**src/kbd_lcd_settings.svh**
```systemverilog
// **************************************************************************
// LCD timing is counted in CLK cycles, so scale these to the board clock.
// Every cycle count must be at least 1; the PS/2 synchroniser needs 2 stages
// **************************************************************************
`ifndef KBD_LCD_SETTINGS_SVH
`define KBD_LCD_SETTINGS_SVH

// Byte and rs valid before enable rises
`define LCD_SETUP_CYCLES 2

// Enable pulse width
`define LCD_E_CYCLES 4

`define LCD_EXEC_CYCLES 20 // Ordinary command or data byte

// Clear and home need a much longer wait
`define LCD_CLEAR_CYCLES 80

`define PS2_SYNC_STAGES 2 // Flops per PS/2 line

// DDRAM address of the first character
`define LCD_START_ADDR 8'h44

`endif

```
**src/kbd_lcd_pkg.sv**
```systemverilog
// **************************************************************************
// Shared types for the keyboard to LCD path
// **************************************************************************
package kbd_lcd_pkg;

	typedef logic [7:0] lcd_byte_t;
	typedef logic [3:0] nibble_t;

	// One received PS/2 code with its raw parity bit
	typedef struct packed {
		lcd_byte_t code;
		logic parity_bit;
	} scan_code_t;

	// One write on the LCD bus
	typedef struct packed {
		logic is_data; // Register select, 1 for a character
		lcd_byte_t value;
	} lcd_op_t;

	typedef enum logic [1:0] {
		IDLE,
		SETUP,
		ENABLE,
		EXEC
	} lcd_phase_e;

	typedef enum logic [1:0] {
		INIT,
		WAIT_CODE,
		WRITE
	} seq_state_e;

endpackage

```
**src/kbd_lcd_top.sv**
```systemverilog
// **************************************************************************
// LCD read/write line is tied low on the board and is not driven here
// **************************************************************************
module kbd_lcd_top (
	input logic CLK,
	input logic lcdreset,
	input logic ps2_clk,
	input logic ps2_dat,
	output kbd_lcd_pkg::lcd_byte_t lcd_d,
	output logic lcd_rs,
	output logic lcd_e
);

	kbd_lcd_pkg::scan_code_t code;
	logic code_valid;
	logic code_ready;
	kbd_lcd_pkg::lcd_op_t op;
	logic op_valid;
	logic op_ready;

	ps2_receiver u_receiver (
		.CLK(CLK),
		.lcdreset(lcdreset),
		.ps2_clk(ps2_clk),
		.ps2_dat(ps2_dat),
		.code_ready(code_ready),
		.code(code),
		.code_valid(code_valid)
	);

	scan_display_sequencer u_sequencer (
		.CLK(CLK),
		.lcdreset(lcdreset),
		.code(code),
		.code_valid(code_valid),
		.op_ready(op_ready),
		.code_ready(code_ready),
		.op(op),
		.op_valid(op_valid)
	);

	lcd_bus_controller u_lcd_ctrl (
		.CLK(CLK),
		.lcdreset(lcdreset),
		.op(op),
		.op_valid(op_valid),
		.op_ready(op_ready),
		.lcd_d(lcd_d),
		.lcd_rs(lcd_rs),
		.lcd_e(lcd_e)
	);

endmodule

```
**src/lcd_bus_controller.sv**
```systemverilog
// **************************************************************************
// Write-only HD44780 bus, the busy flag is never read.
// Byte and rs are held from acceptance until op_ready returns
// **************************************************************************
`include "kbd_lcd_settings.svh"

module lcd_bus_controller (
	input logic CLK,
	input logic lcdreset,
	input kbd_lcd_pkg::lcd_op_t op,
	input logic op_valid,
	output logic op_ready,
	output kbd_lcd_pkg::lcd_byte_t lcd_d,
	output logic lcd_rs,
	output logic lcd_e
);

	localparam int CNT_W = 16;

	kbd_lcd_pkg::lcd_phase_e phase;
	logic [CNT_W-1:0] cnt;
	logic cnt_done;
	logic long_wait;

	assign op_ready = (phase == kbd_lcd_pkg::IDLE);
	assign cnt_done = (cnt == '0);

	// Clear and home commands
	assign long_wait = !lcd_rs && ((lcd_d == 8'h01) || (lcd_d == 8'h02));

	always_ff @(posedge CLK) begin
		if (lcdreset) begin
			phase <= kbd_lcd_pkg::IDLE;
			cnt <= '0;
			lcd_e <= 1'b0;
			lcd_d <= '0;
			lcd_rs <= 1'b0;
		end else begin
			case (phase)
				kbd_lcd_pkg::IDLE: begin
					if (op_valid) begin
						lcd_d <= op.value; // Onto the bus at once
						lcd_rs <= op.is_data;
						cnt <= CNT_W'(`LCD_SETUP_CYCLES - 1);
						phase <= kbd_lcd_pkg::SETUP;
					end
				end
				kbd_lcd_pkg::SETUP: begin
					if (cnt_done) begin
						lcd_e <= 1'b1;
						cnt <= CNT_W'(`LCD_E_CYCLES - 1);
						phase <= kbd_lcd_pkg::ENABLE;
					end else begin
						cnt <= cnt - 1'b1;
					end
				end
				kbd_lcd_pkg::ENABLE: begin
					if (cnt_done) begin
						lcd_e <= 1'b0; // Display latches on this edge
						if (long_wait)
							cnt <= CNT_W'(`LCD_CLEAR_CYCLES - 1);
						else
							cnt <= CNT_W'(`LCD_EXEC_CYCLES - 1);
						phase <= kbd_lcd_pkg::EXEC;
					end else begin
						cnt <= cnt - 1'b1;
					end
				end
				kbd_lcd_pkg::EXEC: begin
					if (cnt_done)
						phase <= kbd_lcd_pkg::IDLE;
					else
						cnt <= cnt - 1'b1;
				end
				default: phase <= kbd_lcd_pkg::IDLE;
			endcase
		end
	end

endmodule

```
**src/ps2_receiver.sv**
```systemverilog
// **************************************************************************
// Device-to-host frames only. No idle timeout, so alignment is set by reset.
// code_valid rises PS2_SYNC_STAGES+1 clocks after the stop bit's falling edge
// **************************************************************************
`include "kbd_lcd_settings.svh"

module ps2_receiver (
	input logic CLK,
	input logic lcdreset,
	input logic ps2_clk,
	input logic ps2_dat,
	input logic code_ready,
	output kbd_lcd_pkg::scan_code_t code,
	output logic code_valid
);

	localparam int SYNC_N = `PS2_SYNC_STAGES;

	logic [SYNC_N-1:0] clk_sync;
	logic [SYNC_N-1:0] dat_sync;
	logic clk_prev;
	logic clk_fall;
	logic dat_bit;
	logic [3:0] bit_cnt;
	logic [9:0] shift; // Start, data, parity
	logic frame_ok;
	logic load_code;

	assign clk_fall = clk_prev & ~clk_sync[SYNC_N-1];
	assign dat_bit = dat_sync[SYNC_N-1];

	// Stop bit is on the line at the eleventh falling edge
	assign frame_ok = clk_fall && (bit_cnt == 4'd10) && !shift[0] && dat_bit;

	// A held code blocks the new one, the keyboard cannot wait
	assign load_code = frame_ok && (!code_valid || code_ready);

	always_ff @(posedge CLK) begin
		if (lcdreset) begin
			clk_sync <= '1; // Idle lines are high
			dat_sync <= '1;
			clk_prev <= 1'b1;
			bit_cnt <= '0;
			code_valid <= 1'b0;
		end else begin
			clk_sync <= {clk_sync[SYNC_N-2:0], ps2_clk};
			dat_sync <= {dat_sync[SYNC_N-2:0], ps2_dat};
			clk_prev <= clk_sync[SYNC_N-1];
			if (clk_fall) begin
				if (bit_cnt == 4'd10)
					bit_cnt <= '0;
				else
					bit_cnt <= bit_cnt + 4'd1;
			end
			if (load_code)
				code_valid <= 1'b1;
			else if (code_ready)
				code_valid <= 1'b0;
		end
	end

	always_ff @(posedge CLK) begin
		if (clk_fall && (bit_cnt != 4'd10))
			shift <= {dat_bit, shift[9:1]}; // LSB first
		if (load_code) begin
			code.code <= shift[8:1];
			code.parity_bit <= shift[9];
		end
	end

endmodule

```
**src/scan_display_sequencer.sv**
```systemverilog
// **************************************************************************
// Shows each code as "HH:C:P" from LCD_START_ADDR. One cycle gap between ops.
// Extended E0/F0 codes are shown as plain bytes
// **************************************************************************
`include "kbd_lcd_settings.svh"

module scan_display_sequencer (
	input logic CLK,
	input logic lcdreset,
	input kbd_lcd_pkg::scan_code_t code,
	input logic code_valid,
	input logic op_ready,
	output logic code_ready,
	output kbd_lcd_pkg::lcd_op_t op,
	output logic op_valid
);

	localparam logic [2:0] INIT_LAST = 3'd3;
	localparam logic [2:0] WRITE_LAST = 3'd6;

	kbd_lcd_pkg::seq_state_e state;
	logic [2:0] step;
	kbd_lcd_pkg::scan_code_t held;
	logic check_digit;
	kbd_lcd_pkg::lcd_op_t next_op;

	function automatic kbd_lcd_pkg::lcd_byte_t hex_ascii(input kbd_lcd_pkg::nibble_t n);
		kbd_lcd_pkg::nibble_t above_nine;
		above_nine = n - 4'd10;
		if (n < 4'd10)
			return 8'h30 + {4'h0, n};
		else
			return 8'h41 + {4'h0, above_nine};
	endfunction

	assign code_ready = (state == kbd_lcd_pkg::WAIT_CODE);

	always_comb begin
		next_op.is_data = 1'b1;
		next_op.value = 8'h3a; // ':'
		if (state == kbd_lcd_pkg::INIT) begin
			next_op.is_data = 1'b0;
			case (step)
				3'd0: next_op.value = 8'h38; // 8-bit bus, two lines
				3'd1: next_op.value = 8'h0c; // Display on, no cursor
				3'd2: next_op.value = 8'h01;
				default: next_op.value = 8'h06; // Increment, no shift
			endcase
		end else begin
			case (step)
				3'd0: begin
					next_op.is_data = 1'b0;
					next_op.value = 8'h80 + `LCD_START_ADDR; // Set DDRAM address
				end
				3'd1: next_op.value = hex_ascii(held.code[7:4]);
				3'd2: next_op.value = hex_ascii(held.code[3:0]);
				3'd4: next_op.value = {7'b0011000, check_digit};
				3'd6: next_op.value = {7'b0011000, held.parity_bit};
				default: next_op.value = 8'h3a;
			endcase
		end
	end

	always_ff @(posedge CLK) begin
		if (lcdreset) begin
			state <= kbd_lcd_pkg::INIT;
			step <= '0;
			op_valid <= 1'b0;
		end else begin
			case (state)
				kbd_lcd_pkg::WAIT_CODE: begin
					if (code_valid) begin
						state <= kbd_lcd_pkg::WRITE;
						step <= '0;
					end
				end
				kbd_lcd_pkg::INIT, kbd_lcd_pkg::WRITE: begin
					if (!op_valid) begin
						op_valid <= 1'b1;
					end else if (op_ready) begin
						op_valid <= 1'b0;
						if ((state == kbd_lcd_pkg::INIT) && (step == INIT_LAST)) begin
							state <= kbd_lcd_pkg::WAIT_CODE;
							step <= '0;
						end else if ((state == kbd_lcd_pkg::WRITE) && (step == WRITE_LAST)) begin
							state <= kbd_lcd_pkg::WAIT_CODE;
							step <= '0;
						end else begin
							step <= step + 3'd1;
						end
					end
				end
				default: state <= kbd_lcd_pkg::INIT;
			endcase
		end
	end

	always_ff @(posedge CLK) begin
		if (code_valid && code_ready) begin
			held <= code;
			check_digit <= ^code; // 1 when odd parity holds
		end
		if (!op_valid)
			op <= next_op; // Loaded with op_valid, held until accepted
	end

endmodule

```
**config.mk**
```make
export PLATFORM = sky130hd
export DESIGN_NAME = kbd_lcd_top
export DESIGN_NICKNAME = d
export VERILOG_FILES = /design/src/kbd_lcd_pkg.sv /design/src/kbd_lcd_top.sv /design/src/lcd_bus_controller.sv /design/src/ps2_receiver.sv /design/src/scan_display_sequencer.sv
export VERILOG_INCLUDE_DIRS = /design/src
export SDC_FILE = /design/constraint.sdc
export NUM_CORES = 1
export LEC_CHECK = 0
export BUFFER_PORTS_ARGS = -buffer_cell sky130_fd_sc_hd__buf_2
export CAP_MARGIN = 20
export CORE_ASPECT_RATIO = 0.5
export CORE_UTILIZATION = 58
export CTS_BUF_LIST = sky130_fd_sc_hd__clkbuf_2
export DETAILED_ROUTE_END_ITERATION = 8
export PLACE_DENSITY = 0.74
export RECOVER_POWER = 50
export SYNTH_ARGS = -nofsm -noshare
export SYNTH_HDL_FRONTEND = slang
export SYNTH_SLANG_ARGS = --single-unit
```
**constraint.sdc**
```tcl
create_clock -name CLK -period 2 [get_ports CLK]
set_input_delay 0.1 -clock CLK [delete_from_list [all_inputs] [get_ports CLK]]
set_output_delay 0.1 -clock CLK [all_outputs]
set_load 0.01 [all_outputs]
```
==> metrics.csv, run 1 <==
stage,metric,value,unit
grt,most used routing layer in global routing,met2,
synth,syn nets,397,
critical_path,Max stage delay on crit path,0.48,ns
detailed_routing,ANT nets after route,0,
clocking,Sink Count,82,
placed_design,detailed placement HPWL,5600,um
clocking,H-tree levels,3,
synth,post-synthesis sequential area ratio,0.524,
synth,synthesized instance count,377,
synth,Synth top area share,0.296,
floorplan,die width,117,um
clocking,CTS root buf,clkbuf_2,
sta,max-slew violation count,0,
clocking,clk buf depth,2,
placed_design,Port Buffers,13,
synth,Synth Warn #,0,
synth,Synth area leaders,"edfxtp_1, dfxtp_1, ha_1",
grt,first-pass GRT wire length,12900,um
sta,Tmin final,2.07,ns
cells_and_area,most used cells in the layout excluding fill and tap cells,"dfxtp_1, edfxtp_1, nor2_1",
clocking,"CTS clk-pin slew, worst paths",0.22,ns
outcome,violated checks,negative setup slack,
critical_path,critical path type,reg2reg,
cells_and_area,Final nets,448,
synth,"Distinct cells, synth",54,
sta,setup ws final,-0.0748,ns
worst_hold_path,Hold Crit Class,in2reg,
synth,Synth area leader,edfxtp_1,
clocking,CTS tree,built,
critical_path,worst-path fanout max,6,
cells_and_area,area grow syn2layout,17.0,%
grt,met1 GRT Util,0.251,
synth,"FF+latch count, synth",82,
flow_run,Max Cap Violations,0,
grt,met3 global-route usage,0.0849,
detailed_routing,routed len/inst,15.3,um
grt,total grt overflow,0,
detailed_routing,drt drc,0,
pwr,worst vdd ir,0.550,mV
pwr,Leak,1.77,nW
floorplan,row cnt,20,
synth,Synth async-reset ratio,0,
floorplan,core region area,0.00623,mm^2
clocking,CTS Buf Count,9,
cells_and_area,fin cells,521,
critical_path,critical path cell sequence,"inv_2, ha_4, or4b_4, nor4b_4, buf_4, nor3_1, o21ai_1, nand3_1",
grt,antenna violations before repair,0,
sta,Rel. slew slack,0.613,
detailed_routing,Initial DRT Pass Iterations,4,
pwr,pwr dens,1380,mW/mm^2
grt,GRT Total Usage,0.244,
sta,clock skew,0.0197,ns
synth,Most used DFF post-synth,dfxtp_1,
synth,number of synthesized flops with an enable pin,38,
critical_path,reg2reg setup slack,-0.07,ns
detailed_routing,Vias,3016,
critical_path,CP Launch Type,flop,
detailed_routing,DRT Wirelength,7980,um
sta,fin crit share,1.04,
sta,fmax,0.482,GHz
floorplan,Die ar.,0.00700,mm^2
placed_design,Inst Count DP,496,
floorplan,DIE HEIGHT,59.7,um
outcome,status,"finished, violations left",
critical_path,Worst Path Arrival,2.54,ns
cells_and_area,# diodes,0,
floorplan,num ports,14,
critical_path,Critical path buffers and inverters,2,
grt,largest net degree at the start of global routing,33,
placed_design,routability congestion estimate,0.887,
cells_and_area,fill cell count,443,
critical_path,"CP delay by family, top",simple AND/OR/NAND/NOR gates,
synth,Post-Syn Area per Cell,10.2,um^2
cells_and_area,layout cells sized above 1,0.219,
critical_path,Critical Path Slowest Stage Cell,or4b_4,
synth,Netlist Area Pre-Place,0.00386,mm^2
sta,"Hold Vio Cnt, Final",0,
sta,# setup viols final,14,
cells_and_area,"commonest non-fill, non-tap cell in the layout",dfxtp_1,
sta,RSZ-0062 raised after global routing,true,
critical_path,crit end category,flop,
critical_path,Worst EP required,2.46,ns
grt,M2 GR Usage,0.461,
pwr,Total Power,6.24,mW
sta,measured slew at the worst slew-check pin,0.576,ns
clocking,later-pin clock latency in the skew report,0.56,ns
detailed_routing,vias per inst,5.79,
grt,vias in the first global route,2895,
detailed_routing,DR iter-0 viols,245,
floorplan,initial core utilization,0.619,
[sequential cells by signal, summed over array words and instances (netlist names), 2 cells and up]
name                 flops
u_receiver.shift        10
u_receiver.code          9
u_receiver.clk_sync      2
u_sequencer.held         9
u_lcd_ctrl.cnt          16
u_lcd_ctrl.lcd_d         8
u_sequencer.state        2
u_sequencer.op           9
u_lcd_ctrl.phase         2
u_receiver.dat_sync      2
u_sequencer.step         3
u_receiver.bit_cnt       4
[cell families after synthesis]
kind of cell / synth area share
compound gates: 0.118
xor+xnor: 0.0545
fa+ha+maj: 0.0519
buf+inv: 0.0256
flops: 0.524
mux: 0.0110
simple gates: 0.214
[cell usage after synthesis (all sizes together), types with 2 or more instances]
cell    instances
nor3           16
inv            14
or3             7
mux2i           2
mux2            2
buf             2
nor2           35
edfxtp         38
nand4b          4
or4             6
a211oi          6
o21ai          15
nand2          32
nor4b           3
o31ai           5
nand2b          3
ha             16
dfxtp          44
nand3           8
nor4            7
xnor2          10
o22ai           2
or2             7
a32oi           2
a21oi          32
nor2b           7
a31oi           2
clkbuf          8
and3            3
nand4           5
xor2           14
nor3b           2
or4b            2
a22oi           3
[final timing paths]
kind,start,endpoint,cells past startpoint
setup / recovery,u_lcd_ctrl.cnt[0]$_SDFFE_PP0P_,u_lcd_ctrl.cnt[3]$_SDFFE_PP0P_,8
hold / removal,ps2_dat,u_receiver.dat_sync[0]$_SDFF_PP1_,3
hold reg to reg,u_receiver.clk_sync[0]$_SDFF_PP1_,u_receiver.clk_sync[1]$_SDFF_PP1_,1
setup reg to reg,u_lcd_ctrl.cnt[0]$_SDFFE_PP0P_,u_lcd_ctrl.cnt[3]$_SDFFE_PP0P_,8
[report_power, final]
part	internal, mW	switching, mW
combinational	1.40	1.53
clock	0.537	0.554
sequential	2.01	0.199
[what timing repair did]
action | in CTS | in global routing
gates cloned | 1 | 0
gates resized for setup | 12 | 15
buffers inserted | 4 | 1
setup endpoints to repair | 16 | 23
hold buffers | 3 | 0
hold endpoints to repair | 3 | 0
pin swaps | 1 | 3
[metrics by stage]
| step | hold slack [ns] | instance area [um^2] | utilization | setup WS (ns) | TNS, ns |
|---|---|---|---|---|---|
| floorplan | 0.204 | 3860 | - | -0.00266 | -0.00266 |
| global placement | 0.284 | 4200 | 0.674 | -0.0105 | -0.0457 |
| detailed placement | 0.286 | 4200 | 0.674 | -0.0691 | -0.874 |
| CTS | 0.221 | 4460 | 0.715 | 0.00221 | 0 |
| global route | 0.175 | 4510 | 0.724 | -0.137 | -1.68 |
| finish | 0.260 | 4510 | 0.724 | -0.0748 | -0.746 |
[tightest hold or removal path: stages]
cell and delay, ns:
dlygate4sd3_1 0.52, buf_2 0.09, or2_2 0.08
[final cells by class]
class	instances	area, um^2	share of cell area
clock buffer	10	50.0	0.0111
sequential	82	2030	0.449
inverter	15	56.3	0.0125
tap	88	110	0.0244
multi-input combinational	270	1800	0.399
clock inverter	6	106	0.0236
timing repair buffer	50	362	0.0802
[metal layers]
metal | routed length, um | vias to the layer above
met2 | 4150 | 91
met1 | 3300 | 1426
met4 | 167 | 0
li1 | - | 1476
met3 | 361 | 23
met5 | 0 | -
No activity file was read; power rests on OpenSTA's default activity.
==> run 2: changes to the inputs <==
- CORE_UTILIZATION: 58 -> 64
- PLACE_DENSITY: 0.74 -> 0.78
- clock period: 2 -> 2.2 ns (I/O delays scaled with it)
==> run 2 against run 1 <==
The run now ends clean. Largest cell class unchanged. Total power fell by 17%. Clock skew is 0.0052 ns lower. Worst hold slack improved by 0.020 ns. Clock power decreased by 29%. Global-route usage increased by 2.4 points. Critical endpoint is now u_lcd_ctrl.cnt[13]$_SDFFE_PP0P_.
==> metrics.csv, run 2 (synthesized netlist as in run 1, its figures left out) <==
stage,metric,value,unit
critical_path,origin of the critical flop-to-flop path,u_lcd_ctrl.cnt[0]$_SDFFE_PP0P_,
grt,vias in the first global route,2887,
clocking,"CTS clk-pin slew, worst paths",0.22,ns
detailed_routing,Vias,2994,
worst_hold_path,hold path depth,3,
sta,measured slew at the worst slew-check pin,0.610,ns
grt,largest net degree at the start of global routing,34,
outcome,status,"finished, final reports clean",
sta,"Hold Vio Cnt, Final",0,
cells_and_area,Final nets,432,
flow_run,Max Cap Violations,0,
sta,Min Hold Slack,0.281,ns
sta,max-slew violation count,0,
detailed_routing,drt drc,0,
placed_design,detailed placement HPWL,5400,um
critical_path,reg2reg setup slack,0.07,ns
sta,Tmin final,2.13,ns
critical_path,crit path from,u_lcd_ctrl.cnt[0]$_SDFFE_PP0P_,
floorplan,row cnt,19,
cells_and_area,fin area,0.00428,mm^2
sta,clock skew,0.0145,ns
floorplan,initial core utilization,0.684,
cells_and_area,Reg with most FFs,u_lcd_ctrl.cnt,
pwr,worst vdd ir,0.674,mV
detailed_routing,ANT nets after route,0,
critical_path,Worst Path Arrival,2.60,ns
floorplan,num ports,14,
grt,antenna violations before repair,0,
placed_design,routability congestion estimate,0.919,
cells_and_area,area grow syn2layout,11.0,%
critical_path,capturing point of the worst reg2reg path,u_lcd_ctrl.cnt[13]$_SDFFE_PP0P_,
floorplan,die width,112,um
sta,fmax,0.469,GHz
clocking,later-pin clock latency in the skew report,0.55,ns
clocking,CTS tree,built,
cells_and_area,fill cell count,399,
clocking,clk buf depth,2,
sta,fin crit share,0.969,
detailed_routing,routed len/inst,15.6,um
floorplan,DIE HEIGHT,56.9,um
placed_design,Port Buffers,13,
grt,first-pass GRT wire length,13100,um
detailed_routing,DRT Wirelength,7650,um
worst_hold_path,Hold Crit Class,in2reg,
sta,Rel. slew slack,0.593,
floorplan,Die ar.,0.00636,mm^2
clocking,CTS Buf Count,9,
pwr,pwr dens,1210,mW/mm^2
critical_path,Reg2Reg Depth,9,
placed_design,area post-placement,0.00408,mm^2
cells_and_area,layout cells sized above 1,0.139,
cells_and_area,# diodes,0,
critical_path,critical path type,reg2reg,
detailed_routing,DR iter-0 viols,369,
detailed_routing,vias per inst,6.11,
critical_path,worst-path fanout max,8,
worst_hold_path,Hold Crit Endpoint,u_receiver.clk_sync[0]$_SDFF_PP1_,
clocking,Sink Count,82,
grt,GRT Total Usage,0.267,
cells_and_area,"commonest non-fill, non-tap cell in the layout",dfxtp_1,
clocking,CTS root buf,clkbuf_2,
pwr,Leak,1.62,nW
critical_path,Worst EP required,2.66,ns
floorplan,core region area,0.00563,mm^2
cells_and_area,most used cells in the layout excluding fill and tap cells,"dfxtp_1, edfxtp_1, nor2_1",
critical_path,crit end category,flop,
cells_and_area,Largest register FFs,16,
grt,total grt overflow,0,
worst_hold_path,Hold Crit Start,ps2_clk,
critical_path,CP Launch Type,flop,
clocking,H-tree levels,3,
detailed_routing,Initial DRT Pass Iterations,5,
sta,# setup viols final,0,
cells_and_area,Largest regs,"u_lcd_ctrl.cnt: 16 flops, u_receiver.shift: 10 flops",
## run 2: cell types whose count changed in the layout (fill, tap and decap cells not counted), moves of 2 or more
| cell | previous run | this run |
|---|---|---|
| bufinv_16 | 3 | 1 |
| buf_6 | 3 | 0 |
| buf_4 | 31 | 15 |
| clkbuf_1 | 0 | 7 |
| inv_1 | 12 | 14 |
| nor3_2 | 4 | 0 |
| nor3_1 | 12 | 16 |
| dfxtp_1 | 41 | 43 |
| inv_2 | 2 | 0 |
| dfxtp_2 | 3 | 1 |
| buf_2 | 13 | 7 |
| o21ai_0 | 10 | 14 |
| clkinvlp_4 | 1 | 3 |
| o21ai_1 | 4 | 1 |
## run 2: worst max-delay path, cell delays in order (launching register included)
cell      delay (ns)
dfxtp_2         0.39
inv_1           0.07
ha_1            0.16
or4b_4          0.50
nor4b_4         0.31
buf_12          0.16
nor3_1          0.05
o21bai_2        0.18
buf_4           0.18
a21oi_1         0.04
## run 2: power breakdown
group	leakage (nW)	total, mW	switching [mW]	internal [mW]
logic	0.854	2.36	1.23	1.12
registers	0.711	2.03	0.197	1.83
clock network	0.0596	0.778	0.521	0.257
total	1.62	5.16	1.95	3.21
## run 2: stage by stage
step | util | TNS (ns) | setup WS [ns] | cells | power (mW)
2_1_floorplan | - | 0 | 0.197 | 377 | 3.48
4_1_cts | 0.752 | 0 | 0.0480 | 487 | 4.90
5_1_grt | 0.760 | -0.0254 | -0.00700 | 490 | 5.49
6_report | 0.760 | 0 | 0.0676 | 490 | 5.16
3_3_place_gp | 0.724 | 0 | 0.0512 | 466 | 4.03
3_5_place_dp | 0.724 | -0.172 | -0.0473 | 466 | 4.10
## run 2: worst max path at each step
stage	end
global placement	u_lcd_ctrl.cnt[9]$_SDFFE_PP0P_
CTS	u_lcd_ctrl.cnt[6]$_SDFFE_PP0P_
global route	u_lcd_ctrl.cnt[11]$_SDFFE_PP0P_
detailed placement	u_lcd_ctrl.cnt[8]$_SDFFE_PP0P_
floorplan	u_lcd_ctrl.cnt[2]$_SDFFE_PP0P_
finish	u_lcd_ctrl.cnt[13]$_SDFFE_PP0P_
## run 2: cell type report
cell class	instances	area [um^2]	area share
well taps	73	91.3	0.0213
repair buffers	34	249	0.0582
clock buffers	9	45.0	0.0105
flip-flops and latches	82	2020	0.473
inverters	15	56.3	0.0132
clock inverters	7	68.8	0.0161
multi-input cells	270	1750	0.408
## run 2: what timing repair did
item / CTS / global route
endpoints found under the hold margin: 9 / 0
gates cloned: 0 / 1
endpoints found under the setup margin: 10 / 18
gates resized for setup: 0 / 4
setup buffers: 2 / 2
hold buffers: 3 / 0
pin swaps: 1 / 0
## run 2: layer usage
| metal | GRT usage | wire length [um] | vias up |
|---|---|---|---|
| li1 | - | - | 1448 |
| met1 | 0.308 | 3290 | 1443 |
| met2 | 0.475 | 3880 | 88 |
| met3 | 0.0767 | 349 | 15 |
| met4 | 0.108 | 119 | 0 |
| met5 | 0 | 0 | - |
==> run 3: changes to the inputs <==
- REMOVE_ABC_BUFFERS: default -> 1
==> run 3 against run 2 <==
The run now ends with design-rule violations left. Worst hold slack worse by 0.19 ns. Non-clock buffer count is 4 lower. Cell count is 0.82% lower. Clock power is 2% higher. Sequential power hardly changed. Critical path depth stayed put. Worst setup slack worse by 0.0089 ns. Maximum frequency is 0.42% lower. Critical path type unchanged. Critical endpoint is now u_lcd_ctrl.cnt[14]$_SDFFE_PP0P_. Largest cell class unchanged.
==> metrics.csv, run 3 (synthesized netlist as in run 1, its figures left out) <==
stage,metric,value,unit
outcome,status,"finished, violations left",
outcome,violated checks,design-rule violations,
detailed_routing,routed len/inst,15.1,um
grt,GRT Total Usage,0.255,
critical_path,Critical path buffers and inverters,3,
critical_path,crit end category,flop,
grt,antenna violations before repair,0,
critical_path,Worst Path Arrival,2.58,ns
placed_design,routability congestion estimate,0.949,
clocking,Sink Count,82,
sta,measured slew at the worst slew-check pin,0.561,ns
detailed_routing,DRT Wirelength,7360,um
detailed_routing,Vias,2936,
placed_design,Inst Count DP,464,
worst_hold_path,Hold Crit Endpoint,u_receiver.bit_cnt[2]$_SDFFE_PP0P_,
sta,Min Hold Slack,0.0908,ns
worst_hold_path,hold path depth,3,
sta,RSZ-0062 raised after global routing,true,
pwr,worst vdd ir,0.548,mV
cells_and_area,Largest regs,"u_lcd_ctrl.cnt: 16 flops, u_receiver.shift: 10 flops",
detailed_routing,DR iter-0 viols,314,
sta,max-slew violation count,0,
cells_and_area,Finished Core Util,0.754,
clocking,"CTS clk-pin slew, worst paths",0.22,ns
sta,fmax,0.467,GHz
cells_and_area,Final nets,428,
cells_and_area,"commonest non-fill, non-tap cell in the layout",dfxtp_1,
critical_path,critical path type,reg2reg,
cells_and_area,Largest register FFs,16,
sta,"Hold Vio Cnt, Final",0,
floorplan,row cnt,19,
cells_and_area,FF+latch area,0.00202,mm^2
clocking,CTS tree,built,
sta,Rel. slew slack,0.625,
floorplan,num ports,14,
cells_and_area,fill cell count,419,
critical_path,Critical Path Slowest Stage Cell,or4b_4,
grt,first-pass GRT wire length,12300,um
cells_and_area,fin cells,486,
detailed_routing,Initial DRT Pass Iterations,7,
floorplan,core region area,0.00563,mm^2
cells_and_area,area grow syn2layout,10.2,%
clocking,CTS root buf,clkbuf_2,
floorplan,Die ar.,0.00636,mm^2
critical_path,origin of the critical flop-to-flop path,u_lcd_ctrl.cnt[1]$_SDFFE_PP0P_,
critical_path,capturing point of the worst reg2reg path,u_lcd_ctrl.cnt[14]$_SDFFE_PP0P_,
worst_hold_path,Hold Crit Class,in2reg,
critical_path,Reg2Reg Depth,9,
clocking,clk buf depth,2,
sta,fin crit share,0.973,
placed_design,detailed placement HPWL,5080,um
cells_and_area,layout cells sized above 1,0.143,
sta,clock skew,0.0273,ns
critical_path,reg2reg setup slack,0.06,ns
sta,Tmin final,2.14,ns
clocking,later-pin clock latency in the skew report,0.54,ns
clocking,CTS Buf Count,9,
clocking,H-tree levels,3,
critical_path,critical path cell sequence,"inv_1, ha_1, or4b_4, nor4b_4, buf_12, nor3_1, o21bai_2, buf_6, nor2_1",
floorplan,DIE HEIGHT,56.9,um
critical_path,Max stage delay on crit path,0.50,ns
critical_path,worst-path fanout max,13,
floorplan,initial core utilization,0.684,
cells_and_area,most used cells in the layout excluding fill and tap cells,"dfxtp_1, edfxtp_1, nor2_1",
grt,vias in the first global route,2698,
pwr,pwr dens,1200,mW/mm^2
detailed_routing,ANT nets after route,0,
detailed_routing,drt drc,1,
detailed_routing,vias per inst,6.04,
worst_hold_path,Hold Crit Start,lcdreset,
flow_run,Max Cap Violations,0,
cells_and_area,Reg with most FFs,u_lcd_ctrl.cnt,
grt,total grt overflow,0,
pwr,Leak,1.62,nW
critical_path,CP Launch Type,flop,
sta,# setup viols final,0,
floorplan,die width,112,um
cells_and_area,multi-input logic area,0.00176,mm^2
grt,largest net degree at the start of global routing,33,
cells_and_area,# diodes,0,
critical_path,"CP delay by family, top",simple AND/OR/NAND/NOR gates,
placed_design,Port Buffers,13,
critical_path,Worst EP required,2.64,ns
[run 3: worst max path at each step]
stage                                                  to  slack (ns)  depth (start not counted)                            from
after floorplan           u_lcd_ctrl.cnt[10]$_SDFFE_PP0P_       0.003                          7  u_lcd_ctrl.cnt[0]$_SDFFE_PP0P_
after global placement     u_lcd_ctrl.cnt[7]$_SDFFE_PP0P_        0.07                          8  u_lcd_ctrl.cnt[0]$_SDFFE_PP0P_
after detailed placement  u_lcd_ctrl.cnt[14]$_SDFFE_PP0P_       -0.04                          8  u_lcd_ctrl.cnt[0]$_SDFFE_PP0P_
after CTS                  u_lcd_ctrl.cnt[1]$_SDFFE_PP0P_        0.01                          7  u_lcd_ctrl.cnt[0]$_SDFFE_PP0P_
after global routing      u_lcd_ctrl.cnt[13]$_SDFFE_PP0P_       -0.03                          9  u_lcd_ctrl.cnt[1]$_SDFFE_PP0P_
final                     u_lcd_ctrl.cnt[14]$_SDFFE_PP0P_        0.06                          9  u_lcd_ctrl.cnt[1]$_SDFFE_PP0P_
[run 3: routing by layer]
layer  up-vias  part of all wire  GRT usage
met5         -                 0          0
met4         0             0.014      0.143
met3        14             0.057     0.0734
met2       103              0.47      0.406
met1      1381              0.46      0.317
li1       1438                 -          -
[run 3: final cells by class]
class / instances / area share
inverters: 15 / 0.0132
clock inverters: 7 / 0.0174
multi-input cells: 270 / 0.414
clock buffers: 9 / 0.0106
flip-flops and latches: 82 / 0.476
well taps: 73 / 0.0215
repair buffers: 30 / 0.0471
[run 3: per-stage QoR]
step	setup TNS, ns	worst slack [ns]	instance area [um^2]	total power [mW]
3_5_place_dp	-0.293	-0.0414	4070	4.11
4_1_cts	0	0.0112	4220	4.95
3_3_place_gp	0	0.0722	4070	4.04
2_1_floorplan	0	0.00274	3810	3.42
6_report	0	0.0586	4250	5.11
5_1_grt	-0.0461	-0.0267	4250	5.43
[run 3: worst register-to-register path, cell delays in order (launching register included)]
cell,delay [ns]
dfxtp_1,0.40
inv_1,0.07
ha_1,0.16
or4b_4,0.50
nor4b_4,0.28
buf_12,0.17
nor3_1,0.06
o21bai_2,0.20
buf_6,0.16
nor2_1,0.05
[run 3: where the power goes]
part	switching [mW]	internal, mW	total (mW)	leakage (nW)
clock network	0.520	0.274	0.794	0.0751
registers	0.209	1.83	2.04	0.711
logic	1.24	1.03	2.27	0.834
[run 3: what timing repair did]
| action | 4_1_cts | 5_1_grt |
|---|---|---|
| setup buffers | 2 | 2 |
| setup endpoints to repair | 10 | 18 |
| hold buffers | 2 | 0 |
| pin swaps | 1 | 0 |
| hold endpoints to repair | 2 | 0 |
| resized for setup | 0 | 9 |
